**src/verilog/cw_test_pkg.sv**
```systemverilog
package cw_test_pkg;

   // Bus geometry, fixed by the board
   localparam int USB_ADDR_W = 20;
   localparam int BYTECNT_W  = 7;

   typedef logic [7:0]                      byte_t;
   typedef logic [USB_ADDR_W-1:0]           usb_addr_t;
   typedef logic [USB_ADDR_W-BYTECNT_W-1:0] reg_addr_t;
   typedef logic [BYTECNT_W-1:0]            bytecnt_t;
   typedef logic [15:0]                     iter_t;

   // Front end to register block
   typedef struct packed {
      reg_addr_t addr;    // Register number
      bytecnt_t  bytecnt; // Byte within register
      byte_t     wdata;
      logic      rd;      // Level, held for the whole read
      logic      wr;      // Single-cycle pulse
   } reg_bus_t;

   // Register map
   localparam reg_addr_t REG_LEDS      = 'd0;
   localparam reg_addr_t REG_CTRL      = 'd1;
   localparam reg_addr_t REG_SRAM_TOP  = 'd2;
   localparam reg_addr_t REG_STATUS    = 'd3;
   localparam reg_addr_t REG_DIP       = 'd4;
   localparam reg_addr_t REG_SRAM_ITER = 'd5;

   // Control register bits
   localparam int CTRL_SRAM_EN = 0;
   localparam int CTRL_HB_SEL  = 1;

   // Status register bits
   localparam int STAT_PASS = 0;
   localparam int STAT_FAIL = 1;
   localparam int STAT_BUSY = 2;

   typedef enum logic [2:0] {
      SRAM_IDLE,
      SRAM_WR_ADDR,
      SRAM_WR_STROBE,
      SRAM_WR_RELEASE,
      SRAM_RD_EN,
      SRAM_RD_CMP,
      SRAM_DONE,
      SRAM_FAILED
   } sram_state_t;

endpackage
```
**src/verilog/cw_test_top.sv**
```systemverilog
`timescale 1ns/1ps

module cw_test_top import cw_test_pkg::*; #(
   parameter int SRAM_ADDR_W = 20,
   parameter int HB_W        = 25
) (
   input  logic                   usb_clk_buf,
   input  logic                   reset,
   // USB register bus
   input  byte_t                  usb_data_i,
   output byte_t                  usb_data_o,
   output logic                   usb_data_oe_o,
   input  usb_addr_t              usb_addr_i,
   input  logic                   usb_rdn_i,
   input  logic                   usb_wrn_i,
   input  logic                   usb_cen_i,
   // Board I/O
   input  byte_t                  dip_i,
   output byte_t                  leds_o,
   // External SRAM
   output logic [SRAM_ADDR_W-1:0] sram_addr_o,
   input  byte_t                  sram_data_i,
   output byte_t                  sram_data_o,
   output logic                   sram_data_oe_o,
   output logic                   sram_wen_o,
   output logic                   sram_oen_o,
   output logic                   sram_cen_o,
   output logic                   sram_ce2_o
);

   reg_bus_t reg_bus;
   byte_t    reg_rdata;
   byte_t    reg_leds;
   logic     hb_sel;
   logic     sram_en;
   byte_t    sram_top;
   logic     sram_pass;
   logic     sram_fail;
   logic     sram_busy;
   iter_t    sram_iter;

   usb_reg_fe u_usb_reg_fe (
      .usb_clk_buf   (usb_clk_buf),
      .reset         (reset),
      .usb_data_i    (usb_data_i),
      .usb_addr_i    (usb_addr_i),
      .usb_rdn_i     (usb_rdn_i),
      .usb_wrn_i     (usb_wrn_i),
      .usb_cen_i     (usb_cen_i),
      .reg_rdata_i   (reg_rdata),
      .usb_data_o    (usb_data_o),
      .usb_data_oe_o (usb_data_oe_o),
      .reg_bus_o     (reg_bus)
   );

   test_regs u_test_regs (
      .usb_clk_buf (usb_clk_buf),
      .reset       (reset),
      .reg_bus_i   (reg_bus),
      .dip_i       (dip_i),
      .sram_pass_i (sram_pass),
      .sram_fail_i (sram_fail),
      .sram_busy_i (sram_busy),
      .sram_iter_i (sram_iter),
      .reg_rdata_o (reg_rdata),
      .leds_o      (reg_leds),
      .hb_sel_o    (hb_sel),
      .sram_en_o   (sram_en),
      .sram_top_o  (sram_top)
   );

   sram_rwtest #(
      .SRAM_ADDR_W (SRAM_ADDR_W)
   ) u_sram_rwtest (
      .usb_clk_buf    (usb_clk_buf),
      .reset          (reset),
      .active_i       (sram_en),
      .top_i          (sram_top),
      .sram_data_i    (sram_data_i),
      .sram_addr_o    (sram_addr_o),
      .sram_data_o    (sram_data_o),
      .sram_data_oe_o (sram_data_oe_o),
      .sram_wen_o     (sram_wen_o),
      .sram_oen_o     (sram_oen_o),
      .sram_cen_o     (sram_cen_o),
      .sram_ce2_o     (sram_ce2_o),
      .pass_o         (sram_pass),
      .fail_o         (sram_fail),
      .busy_o         (sram_busy),
      .iter_o         (sram_iter)
   );

   led_driver #(
      .HB_W (HB_W)
   ) u_led_driver (
      .usb_clk_buf (usb_clk_buf),
      .reset       (reset),
      .hb_sel_i    (hb_sel),
      .leds_i      (reg_leds),
      .sram_pass_i (sram_pass),
      .sram_fail_i (sram_fail),
      .leds_o      (leds_o)
   );

endmodule

```
**src/verilog/led_driver.sv**
```systemverilog
`timescale 1ns/1ps

module led_driver import cw_test_pkg::*; #(
   parameter int HB_W = 25
) (
   input  logic  usb_clk_buf,
   input  logic  reset,
   input  logic  hb_sel_i,
   input  byte_t leds_i,
   input  logic  sram_pass_i,
   input  logic  sram_fail_i,
   output byte_t leds_o
);

   logic [HB_W-1:0] hb_cnt;

   // Free-running, top bit blinks LED 0
   always_ff @(posedge usb_clk_buf) begin
      if (reset)
         hb_cnt <= '0;
      else
         hb_cnt <= hb_cnt + 1'b1;
   end

   always_comb begin
      if (hb_sel_i)
         leds_o = {5'b0, sram_fail_i, sram_pass_i, hb_cnt[HB_W-1]};
      else
         leds_o = leds_i; // Host-written value
   end

endmodule

```
**src/verilog/sram_rwtest.sv**
```systemverilog
`timescale 1ns/1ps

module sram_rwtest import cw_test_pkg::*; #(
   parameter int SRAM_ADDR_W = 20
) (
   input  logic                   usb_clk_buf,
   input  logic                   reset,
   input  logic                   active_i,
   input  byte_t                  top_i,
   input  byte_t                  sram_data_i,
   output logic [SRAM_ADDR_W-1:0] sram_addr_o,
   output byte_t                  sram_data_o,
   output logic                   sram_data_oe_o,
   output logic                   sram_wen_o,
   output logic                   sram_oen_o,
   output logic                   sram_cen_o,
   output logic                   sram_ce2_o,
   output logic                   pass_o,
   output logic                   fail_o,
   output logic                   busy_o,
   output iter_t                  iter_o
);

   sram_state_t            state;
   logic [SRAM_ADDR_W-1:0] addr_q;
   logic [SRAM_ADDR_W-1:0] last_addr;
   byte_t                  pattern;
   logic                   at_last;
   logic                   mismatch;

   // top_i gives the upper address byte, the rest runs to all ones
   assign last_addr = {top_i, {(SRAM_ADDR_W-8){1'b1}}};
   assign at_last   = (addr_q == last_addr);

   // Pattern changes each pass so stale data is caught
   assign pattern  = addr_q[7:0] ^ iter_o[7:0];
   assign mismatch = (sram_data_i != pattern);

   always_ff @(posedge usb_clk_buf) begin
      if (reset) begin
         state  <= SRAM_IDLE;
         addr_q <= '0;
         pass_o <= 1'b0;
         fail_o <= 1'b0;
         iter_o <= '0;
      end else if (!active_i) begin
         // Disable clears results as well
         state  <= SRAM_IDLE;
         addr_q <= '0;
         pass_o <= 1'b0;
         fail_o <= 1'b0;
         iter_o <= '0;
      end else begin
         case (state)
            SRAM_IDLE: begin
               addr_q <= '0;
               state  <= SRAM_WR_ADDR;
            end
            SRAM_WR_ADDR:   state <= SRAM_WR_STROBE;  // Address and data set up
            SRAM_WR_STROBE: state <= SRAM_WR_RELEASE; // WE low here
            SRAM_WR_RELEASE: begin
               if (at_last) begin
                  addr_q <= '0;
                  state  <= SRAM_RD_EN;
               end else begin
                  addr_q <= addr_q + 1'b1;
                  state  <= SRAM_WR_ADDR;
               end
            end
            SRAM_RD_EN: state <= SRAM_RD_CMP;
            SRAM_RD_CMP: begin
               if (mismatch) begin
                  fail_o <= 1'b1;
                  pass_o <= 1'b0;
                  state  <= SRAM_FAILED;
               end else if (at_last) begin
                  state <= SRAM_DONE;
               end else begin
                  addr_q <= addr_q + 1'b1;
                  state  <= SRAM_RD_EN;
               end
            end
            SRAM_DONE: begin
               pass_o <= 1'b1;
               iter_o <= iter_o + 1'b1;
               state  <= SRAM_IDLE;
            end
            SRAM_FAILED: state <= SRAM_FAILED; // Held until disabled
            default:     state <= SRAM_IDLE;
         endcase
      end
   end

   assign busy_o = (state != SRAM_IDLE) && (state != SRAM_DONE) && (state != SRAM_FAILED);

   // Pin decode from the state register
   assign sram_addr_o    = addr_q;
   assign sram_data_o    = pattern;
   assign sram_data_oe_o = (state == SRAM_WR_ADDR) || (state == SRAM_WR_STROBE) ||
                           (state == SRAM_WR_RELEASE);
   assign sram_wen_o     = (state != SRAM_WR_STROBE);
   assign sram_oen_o     = !((state == SRAM_RD_EN) || (state == SRAM_RD_CMP));
   assign sram_cen_o     = !busy_o;
   assign sram_ce2_o     = busy_o;

endmodule

```
**src/verilog/test_regs.sv**
```systemverilog
`timescale 1ns/1ps

module test_regs import cw_test_pkg::*; (
   input  logic     usb_clk_buf,
   input  logic     reset,
   input  reg_bus_t reg_bus_i,
   input  byte_t    dip_i,
   input  logic     sram_pass_i,
   input  logic     sram_fail_i,
   input  logic     sram_busy_i,
   input  iter_t    sram_iter_i,
   output byte_t    reg_rdata_o,
   output byte_t    leds_o,
   output logic     hb_sel_o,
   output logic     sram_en_o,
   output byte_t    sram_top_o
);

   byte_t leds_q;
   byte_t ctrl_q;
   byte_t top_q;
   byte_t status;
   byte_t rdata;
   logic  byte0;

   // All writable registers are one byte wide
   assign byte0 = (reg_bus_i.bytecnt == '0);

   always_ff @(posedge usb_clk_buf) begin
      if (reset) begin
         leds_q <= '0;
         ctrl_q <= '0;
         top_q  <= '0;
      end else if (reg_bus_i.wr && byte0) begin
         case (reg_bus_i.addr)
            REG_LEDS:     leds_q <= reg_bus_i.wdata;
            REG_CTRL:     ctrl_q <= reg_bus_i.wdata;
            REG_SRAM_TOP: top_q  <= reg_bus_i.wdata;
            default:      ; // Read-only or unmapped
         endcase
      end
   end

   always_comb begin
      status            = '0;
      status[STAT_PASS] = sram_pass_i;
      status[STAT_FAIL] = sram_fail_i;
      status[STAT_BUSY] = sram_busy_i;
   end

   // Read mux, zero for anything not mapped
   always_comb begin
      rdata = '0;
      case (reg_bus_i.addr)
         REG_LEDS:
            if (byte0) rdata = leds_q;
         REG_CTRL:
            if (byte0) rdata = ctrl_q;
         REG_SRAM_TOP:
            if (byte0) rdata = top_q;
         REG_STATUS:
            if (byte0) rdata = status;
         REG_DIP:
            if (byte0) rdata = dip_i;
         REG_SRAM_ITER: begin
            if (reg_bus_i.bytecnt == 'd0)
               rdata = sram_iter_i[7:0];   // Low byte first
            else if (reg_bus_i.bytecnt == 'd1)
               rdata = sram_iter_i[15:8];
         end
         default:
            rdata = '0;
      endcase
   end

   // Only drive data while a read is in progress
   assign reg_rdata_o = reg_bus_i.rd ? rdata : '0;

   assign leds_o     = leds_q;
   assign sram_en_o  = ctrl_q[CTRL_SRAM_EN];
   assign hb_sel_o   = ctrl_q[CTRL_HB_SEL];
   assign sram_top_o = top_q;

endmodule

```
**src/verilog/usb_reg_fe.sv**
```systemverilog
`timescale 1ns/1ps

module usb_reg_fe import cw_test_pkg::*; (
   input  logic      usb_clk_buf,
   input  logic      reset,
   input  byte_t     usb_data_i,
   input  usb_addr_t usb_addr_i,
   input  logic      usb_rdn_i,
   input  logic      usb_wrn_i,
   input  logic      usb_cen_i,
   input  byte_t     reg_rdata_i,
   output byte_t     usb_data_o,
   output logic      usb_data_oe_o,
   output reg_bus_t  reg_bus_o
);

   // Two-stage capture of the host strobes, all active low
   logic rdn_r1, rdn_r2;
   logic wrn_r1, wrn_r2;
   logic cen_r1, cen_r2;

   // Address and data follow the same two stages
   usb_addr_t addr_r1, addr_r2;
   byte_t     data_r1, data_r2;

   logic wr_q;
   logic rd;

   always_ff @(posedge usb_clk_buf) begin
      if (reset) begin
         rdn_r1 <= 1'b1;
         rdn_r2 <= 1'b1;
         wrn_r1 <= 1'b1;
         wrn_r2 <= 1'b1;
         cen_r1 <= 1'b1;
         cen_r2 <= 1'b1;
         wr_q   <= 1'b0;
      end else begin
         rdn_r1 <= usb_rdn_i;
         rdn_r2 <= rdn_r1;
         wrn_r1 <= usb_wrn_i;
         wrn_r2 <= wrn_r1;
         cen_r1 <= usb_cen_i;
         cen_r2 <= cen_r1;
         // One pulse per write cycle, on the falling edge of the strobe
         wr_q   <= wrn_r2 & ~wrn_r1 & ~cen_r1;
      end
   end

   always_ff @(posedge usb_clk_buf) begin
      addr_r1 <= usb_addr_i;
      addr_r2 <= addr_r1;
      data_r1 <= usb_data_i;
      data_r2 <= data_r1;
   end

   assign rd = ~rdn_r2 & ~cen_r2;

   // Upper address bits pick the register, lower bits the byte
   assign reg_bus_o.addr    = addr_r2[USB_ADDR_W-1:BYTECNT_W];
   assign reg_bus_o.bytecnt = addr_r2[BYTECNT_W-1:0];
   assign reg_bus_o.wdata   = data_r2;
   assign reg_bus_o.rd      = rd;
   assign reg_bus_o.wr      = wr_q;

   // Read-back path to the pad
   always_ff @(posedge usb_clk_buf) begin
      if (reset)
         usb_data_oe_o <= 1'b0;
      else
         usb_data_oe_o <= rd;
   end

   always_ff @(posedge usb_clk_buf) begin
      usb_data_o <= reg_rdata_i;
   end

endmodule

```
**config.mk**
```make
export PLATFORM = sky130hd
export DESIGN_NAME = cw_test_top
export DESIGN_NICKNAME = d
export VERILOG_FILES = /design/src/verilog/cw_test_pkg.sv /design/src/verilog/cw_test_top.sv /design/src/verilog/led_driver.sv /design/src/verilog/sram_rwtest.sv /design/src/verilog/test_regs.sv /design/src/verilog/usb_reg_fe.sv
export SDC_FILE = /design/constraint.sdc
export NUM_CORES = 1
export LEC_CHECK = 0
export BUFFER_PORTS_ARGS = -buffer_cell sky130_fd_sc_hd__buf_2
export CORE_UTILIZATION = 38
export CTS_BUF_LIST = sky130_fd_sc_hd__clkbuf_8
export DETAILED_ROUTE_END_ITERATION = 8
export PLACE_DENSITY_LB_ADDON = 0.3
export SLEW_MARGIN = 20
export SYNTH_ARGS = -nofsm -noshare
export SYNTH_HDL_FRONTEND = slang
export SYNTH_SLANG_ARGS = --single-unit
```
**constraint.sdc**
```tcl
create_clock -name usb_clk_buf -period 2.75 [get_ports usb_clk_buf]
set_input_delay 0.275 -clock usb_clk_buf [delete_from_list [all_inputs] [get_ports usb_clk_buf]]
set_output_delay 0.275 -clock usb_clk_buf [all_outputs]
set_load 0.005 [all_outputs]
```
==> summary.md, run 1 <==
| Metric | Value |
|---|---|
| Fin. Hold Viols | 0 |
| Port bufs | 98 |
| # Max-Cap Violations | 0 |
| #FFs+latches synth | ~160 |
| Startpoint Class | flip-flop |
| Pwr/cell area | roughly 540 nW/um^2 |
| Synth Flop Type | dfxtp_1 |
| Clock Skew | 0.0127 ns |
| Syn Area/Cell | roughly 9.4 sq um |
| Routed wire length | 14800 microns |
| Synthesized Nets | between 700 and 800 |
| Asr flop ratio synth | 0% |
| Hold_buf cts | 31 |
| Slowest stage delay, CP | between 0.6 and 0.7 ns |
| # rows | 47 |
| Max-slew violation count | 0 |
| Commonest non-fill, non-tap cells in the layout | 162 x dfxtp_1, 98 x buf_2, 70 x nand2_1 |
| Post-Synth Simple-Gate Area | roughly 22% |
| Clk slew on worst S/H paths | ~0.090 ns |
| First-pass GRT wire length | between 20000 and 25000 microns |
| Setup Fix Bufs, Post-CTS | 0 |
| CP bufs+invs | 0 |
| Setup TNS | 0 ns |
| Final setup vio count | 0 |
| Worst hold slack | ~0.28 ns |
| CP Max Fanout | 11 |
| Slew HR | between 50% and 60% |
| Htree depth | 4 |
| Die area | roughly 17000 sq um |
| Layout cells sized above 1 | a little over a fifth |
| Tmin final | 2.51 ns |
| Vias in the first global route | about 4.8k |
| Period utilization | between 90 and 100% |
| Initial antenna violation count | 0 |
| Worst slack at placement | between 0.2 and 0.3 ns |
| GRT overflow | 0 |
| Worst setup margin | 0.245 ns |
| Power consumption | 0.00428 W |
| DRT antenna net count | 0 |
| Largest net degree at the start of global routing | between 50 and 60 |
| CP cell instances | ha_1 -> nand3_2 -> or4_4 -> or4b_4 -> a31oi_4 -> o21ai_0 -> o31ai_1 |
| Slew @ Worst Pin | around 0.64 ns |
| # fillers | 1576 |
| Clock Sinks | between 150 and 200 |
| Final Wtd Congestion | approximately 0.86 |
| CP required | 3.13 ns |
| GRT Total Usage | approximately 18% |
| Worst-Skew Late Latency | between 0.4 and 0.5 ns |
| Initial core utilization | around 39% |
| Cts bufs inserted | 17 |
| Detailed Routing Iterations Pass 1 | 5 |
| Post-synth EDFFs | 0 |
| WL/cell | approximately 14 microns |
| Status | completed |
| Post-synthesis mux area share | 4.29% |
| Initial DRC Count | between 300 and 400 |
| Placed cell area | ~7200 sq um |
| Vias | between 5k and 6k |
| Critical Path End Type | flip-flop |
| Static Leak | 3.10 nW |
| Cell Area, Synth | roughly 6400 sq um |
| Area Overhead vs Synth | 24.0% |
| Clock Tree Buf Depth | 2 |
| Cell area after layout | just under 8000 sq um |
| Post-synthesis sequential area ratio | between 50% and 60% |
| Post-Synth Adder-Cell Area | 0.588% |
| CTS resizes | 0 |
| HPWL Detailed | ~10000 microns |
| Synth Area in Compound Gates | 10.5% |
| Vias per Instance | roughly 4.9 |
| Main combinational cell family by area after synthesis | simple AND/OR/NAND/NOR gates |
| Crit path max-delay family | simple AND/OR/NAND/NOR gates |
| Xor/xnor share of the synthesized area | 8.97% |
| Die width | around 130 microns |
| Unrepaired setup endpoints after global routing | no |
| Fin nets | between 800 and 900 |
| Tightest Hold Check Type | in2reg |
| Residual DRC | 0 |
| Max VDD drop | approximately 0.38 mV |
| Antenna cells | 0 |
| Io pins | slightly below 100 |
| Syn. warnings | 0 |
| CTS tree | built |
| Die H | 132 microns |
| Core region area | between 15000 and 20000 sq um |
| Synth Instances | approximately 680 |
| Root buffer cell | clkbuf_8 |
| Max Clk Rate | between 300 and 400 MHz |
| Worst path slowest cell | or4_4 |
| Arr. time, crit path | 2.88 ns |
| Cell variety after synth | 54 |
| Critical path type | reg2reg |
| Commonest non-fill, non-tap cell in the layout | dfxtp_1 |
==> logic make-up after synthesis <==
group	Yosys count
flip-flops	162
XOR/XNOR	56
buffers and inverters	47
AND/OR/NAND/NOR	277
multiplexers	27
adder cells (fa/ha/maj)	3
AO/OA/AOI/OAI	106
==> sequential cells by signal (all words and copies together) (netlist names) <==
register / count
u_led_driver.hb_cnt: 25
u_sram_rwtest.sram_addr_o: 20
u_usb_reg_fe.addr_r1: 20
u_usb_reg_fe.addr_r2: 20
u_sram_rwtest.iter_o: 16
u_test_regs.ctrl_q: 8
u_test_regs.leds_o: 8
u_test_regs.sram_top_o: 8
u_usb_reg_fe.data_r1: 8
u_usb_reg_fe.data_r2: 8
u_usb_reg_fe.usb_data_o: 8
u_sram_rwtest.state: 3
u_sram_rwtest.fail_o: 1
u_sram_rwtest.pass_o: 1
u_usb_reg_fe.cen_r1: 1
u_usb_reg_fe.cen_r2: 1
u_usb_reg_fe.rdn_r1: 1
u_usb_reg_fe.rdn_r2: 1
u_usb_reg_fe.usb_data_oe_o: 1
u_usb_reg_fe.wr_q: 1
u_usb_reg_fe.wrn_r1: 1
u_usb_reg_fe.wrn_r2: 1
==> cell type report <==
cell class,count,area [sq um],share of cell area (%)
timing repair buffer,156,1000,12.7
clock buffer,17,234,2.95
tap,220,275,3.48
inverter,10,37.5,0.474
multi-input combinational,469,2960,37.3
sequential,162,3240,41.0
clock inverter,15,170,2.15
==> final timing paths <==
path	from	endpoint	slack, ns	cells past startpoint
worst max register to register	u_sram_rwtest.sram_addr_o[0]	u_sram_rwtest.sram_addr_o[7]	0.24	7
worst min-delay path	reset	u_sram_rwtest.state[1]	0.28	5
worst min register to register	u_usb_reg_fe.addr_r1[18]	u_usb_reg_fe.addr_r2[18]	0.33	0
worst max-delay path	u_sram_rwtest.sram_addr_o[0]	u_sram_rwtest.sram_addr_o[7]	0.24	7
==> synthesized netlist by cell type, types with 6 or more instances <==
master | n | area (sq um)
a21oi_1 | 33 | 165
a31oi_1 | 11 | 68.8
and3_1 | 13 | 81.3
clkbuf_1 | 30 | 113
dfxtp_1 | 162 | 3240
inv_1 | 10 | 37.5
mux2i_1 | 24 | 240
nand2_1 | 70 | 263
nand3_1 | 34 | 170
nand4_1 | 13 | 81.3
nor2_1 | 66 | 248
nor2b_1 | 10 | 62.6
nor3_1 | 19 | 95.1
o21ai_0 | 26 | 130
or2_2 | 6 | 37.5
or3_1 | 16 | 100
xnor2_1 | 20 | 175
xnor3_1 | 6 | 135
xor2_1 | 30 | 263
==> metrics by stage <==
stage          instances  utilization (%)
2_1_floorplan        678                -
3_3_place_gp         986             43.6
3_5_place_dp         986             43.6
6_report            1049             47.9
5_1_grt             1049             47.9
4_1_cts             1049             47.9
==> layer usage <==
metal  vias to the layer above  global-route usage, %  wire [microns]
met5                         -                      0               0
met4                         0                   6.40             249
met3                        18                   4.63             810
met2                       154                   27.3            6480
met1                      2335                   23.8            7230
li1                       2655                      -               -
==> tightest hold or removal path, stage by stage <==
cell and delay, ns:
buf_2 0.11, nor2b_1 0.06, buf_4 0.16, nand2_1 0.05, a31oi_1 0.03
==> power by group <==
part | switching [W] | internal, W
clock network | 0.000970 | 0.000764
logic | 0.0000543 | 0.0000756
registers | 0.0000231 | 0.00240
total | 0.00105 | 0.00324
Note: power is estimated with default switching activity, not from simulation.
==> inputs of run 2 (changes only) <==
- ABC_AREA: not set -> 1
- SKIP_CTS_REPAIR_TIMING: not set -> 1
==> run 2 against run 1 <==
  * Via count up 33%
  * Worst setup slack improved by 0.28 ns
  * Largest power group unchanged
  * Largest cell class is now multi-input gates
  * Routed wire length rose by 26%
  * Fmax is 12% higher
  * Synthesized cell count up 55%
  * Critical endpoint is now u_sram_rwtest.sram_addr_o[15]
==> summary.md, run 2 <==
| Metric | Value |
|---|---|
| Status | completed |
| Tightest Hold Check Type | in2reg |
| Worst R2R Start | u_sram_rwtest.sram_addr_o[1] |
| Asr flop ratio synth | 0% |
| Syn Area/Cell | about 7 sq um |
| Clock Sinks | approximately 160 |
| Post-synth EDFFs | 0 |
| Final setup vio count | 0 |
| Area leader, netlist | dfxtp_1 |
| Area occupied by multi-input gates | 3320 sq um |
| Residual DRC | 0 |
| Syn. warnings | 0 |
| Worst setup margin | between 0.5 and 0.6 ns |
| Fin nets | between 1k and 1.5k |
| Max Clk Rate | between 400 and 500 MHz |
| Routed wl met2 | approximately 8400 microns |
| GRT Total Usage | roughly a fifth |
| Unrepaired setup endpoints after global routing | no |
| Vias in the first global route | 6121 |
| # rows | 50 |
| GRT overflow | 0 |
| # Max-Cap Violations | 0 |
| Synth Instances | roughly 1.1k |
| Max layer used | met4 |
| Slew HR | between 40% and 50% |
| CP required | 3.11 ns |
| HPWL Detailed | about 14000 microns |
| Synth top area cells | dfxtp_1 44%, nand2_1 14%, inv_1 8.2% |
| Final Wtd Congestion | between 0.9 and 1 |
| Initial antenna violation count | 0 |
| Die width | roughly 140 microns |
| Largest Register | u_led_driver.hb_cnt |
| CP startpoint | u_sram_rwtest.sram_addr_o[1] |
| Vias per Instance | ~4.8 |
| Core region area | approximately 19000 sq um |
| Commonest non-fill, non-tap cell in the layout | nand2_1 |
| Setup TNS | 0 ns |
| Wire length on met3 | 912 microns |
| Initial DRC Count | 500 |
| Proportion of netlist area held by the largest area contributor | between 40% and 50% |
| Die area | ~20000 sq um |
| Max-slew violation count | 0 |
| Max reg flops | 25 |
| Commonest non-fill, non-tap cells in the layout | 275 x nand2_1, 162 x dfxtp_1, 159 x inv_1 |
| Die H | around 140 microns |
| Fin. Hold Viols | 0 |
| Min-delay src | reset |
| Detailed Routing Iterations Pass 1 | 5 |
| Synthesized Nets | about 1.1k |
| Leading cell type by number of instances after synthesis | nand2_1 |
| Critical path type | reg2reg |
| Routed wire length | ~19000 microns |
| Post-synth top cells | 275 x nand2_1, 162 x dfxtp_1, 159 x inv_1 |
| Placed insts | about 1.4k |
| Arr. time, crit path | around 2.6 ns |
| Core Util, Final | a little under half |
| Pwr/cell area | around 500 nW/um^2 |
| #FFs+latches synth | approximately 160 |
| Layout cells sized above 1 | 13.9% |
| Clock Skew | 0.0187 ns |
| First-pass GRT wire length | ~30000 microns |
| WL/cell | around 13 microns |
| Cell Area, Synth | ~7300 sq um |
| Vias | between 6k and 7k |
| DRT antenna net count | 0 |
| Cell variety after synth | 37 |
| Cts bufs inserted | 17 |
| Io pins | 99 |
| Length of routed wiring on met1 | around 9000 microns |
| Register cell area after layout | around 3200 sq um |
| Initial core utilization | approximately two fifths |
| Post-synthesis sequential area ratio | 44.5% |
| Htree depth | 4 |
| Root buffer cell | clkbuf_8 |
| Synth Flop Type | dfxtp_1 |
| Max VDD drop | 0.436 mV |
| Largest net degree at the start of global routing | 33 |
| Tmin final | 2.23 ns |
| Worst slack at placement | just over 0.6 ns |
| Startpoint Class | flip-flop |
| Clk slew on worst S/H paths | roughly 0.10 ns |
| Clock Tree Buf Depth | 2 |
| Area Overhead vs Synth | 19.7% |
| CTS tree | built |
| Antenna cells | 0 |
| Layout Cells excl Fill | between 1k and 1.5k |
| Slew @ Worst Pin | 0.842 ns |
| # fillers | ~1.9k |
| CP Max Fanout | 17 |
| Period utilization | between 80% and 90% |
| Worst-Skew Late Latency | 0.47 ns |
| Static Leak | 3.92 nW |
| Port bufs | 98 |
| Power consumption | about 0.0043 W |
| Critical Path End Type | flip-flop |
-- run 2: cell types whose count changed after synthesis, sizes merged, moves of 19 or more --
cell	before	now
mux2i	24	0
xor2	30	11
nor2	67	126
nand2	70	277
nand3	36	81
a21oi	33	65
inv	10	163
-- run 2: kinds of logic after synthesis --
family,synth area share (%)
AO/OA/AOI/OAI,9.71
flip-flops,44.5
XOR/XNOR,1.80
AND/OR/NAND/NOR,33.4
adder cells (fa/ha/maj),0.515
buffers and inverters,10.1
-- run 2: cell type report --
class | count | area share (%)
multi-input combinational | 702 | 38.0
sequential | 162 | 37.1
timing repair buffer | 135 | 9.68
inverter | 163 | 7.01
tap | 234 | 3.35
clock buffer | 17 | 2.68
clock inverter | 15 | 2.16
-- run 2: path summary, 6_finish.rpt --
path | to | cells after the start | slack (ns)
max | u_sram_rwtest.sram_addr_o[15] | 12 | 0.52
max reg2reg | u_sram_rwtest.sram_addr_o[15] | 12 | 0.52
min | u_led_driver.hb_cnt[0] | 2 | 0.11
min reg2reg | u_usb_reg_fe.addr_r2[2] | 0 | 0.33
-- run 2: stage by stage --
step | hold slack [ns] | instance area (sq um)
after floorplan | 0.303 | 7300
after global placement | 0.310 | 8000
after detailed placement | 0.312 | 8000
after CTS | -0.135 | 8420
after global routing | 0.107 | 8730
final | 0.107 | 8730
-- run 2: worst max-delay path, stage by stage, from the launching register on --
cell and delay [ns]:
dfxtp_1 0.44, ha_1 0.26, nand2_1 0.11, nor2_2 0.20, nand3_2 0.12, nor2_4 0.16
nand3_1 0.09, nand2_1 0.11, nand2_2 0.23, nand2_1 0.14, nand3_1 0.09, nand2_1 0.11
nor2_1 0.05
-- run 2: layer usage --
| metal | up-vias | GRT usage [%] |
|---|---|---|
| met2 | 179 | 30.6 |
| met3 | 25 | 3.38 |
| met1 | 3080 | 26.2 |
| met4 | 0 | 7.04 |
| li1 | 3592 | - |
| met5 | - | 0 |
-- run 2: power by group --
group | internal, W | switching [W] | leakage [nW] | total [W]
Clock | 0.000773 | 0.00102 | 0.202 | 0.00179
Sequential | 0.00240 | 0.0000170 | 1.33 | 0.00241
Combinational | 0.0000760 | 0.0000690 | 2.39 | 0.000145
Total | 0.00324 | 0.00110 | 3.92 | 0.00435
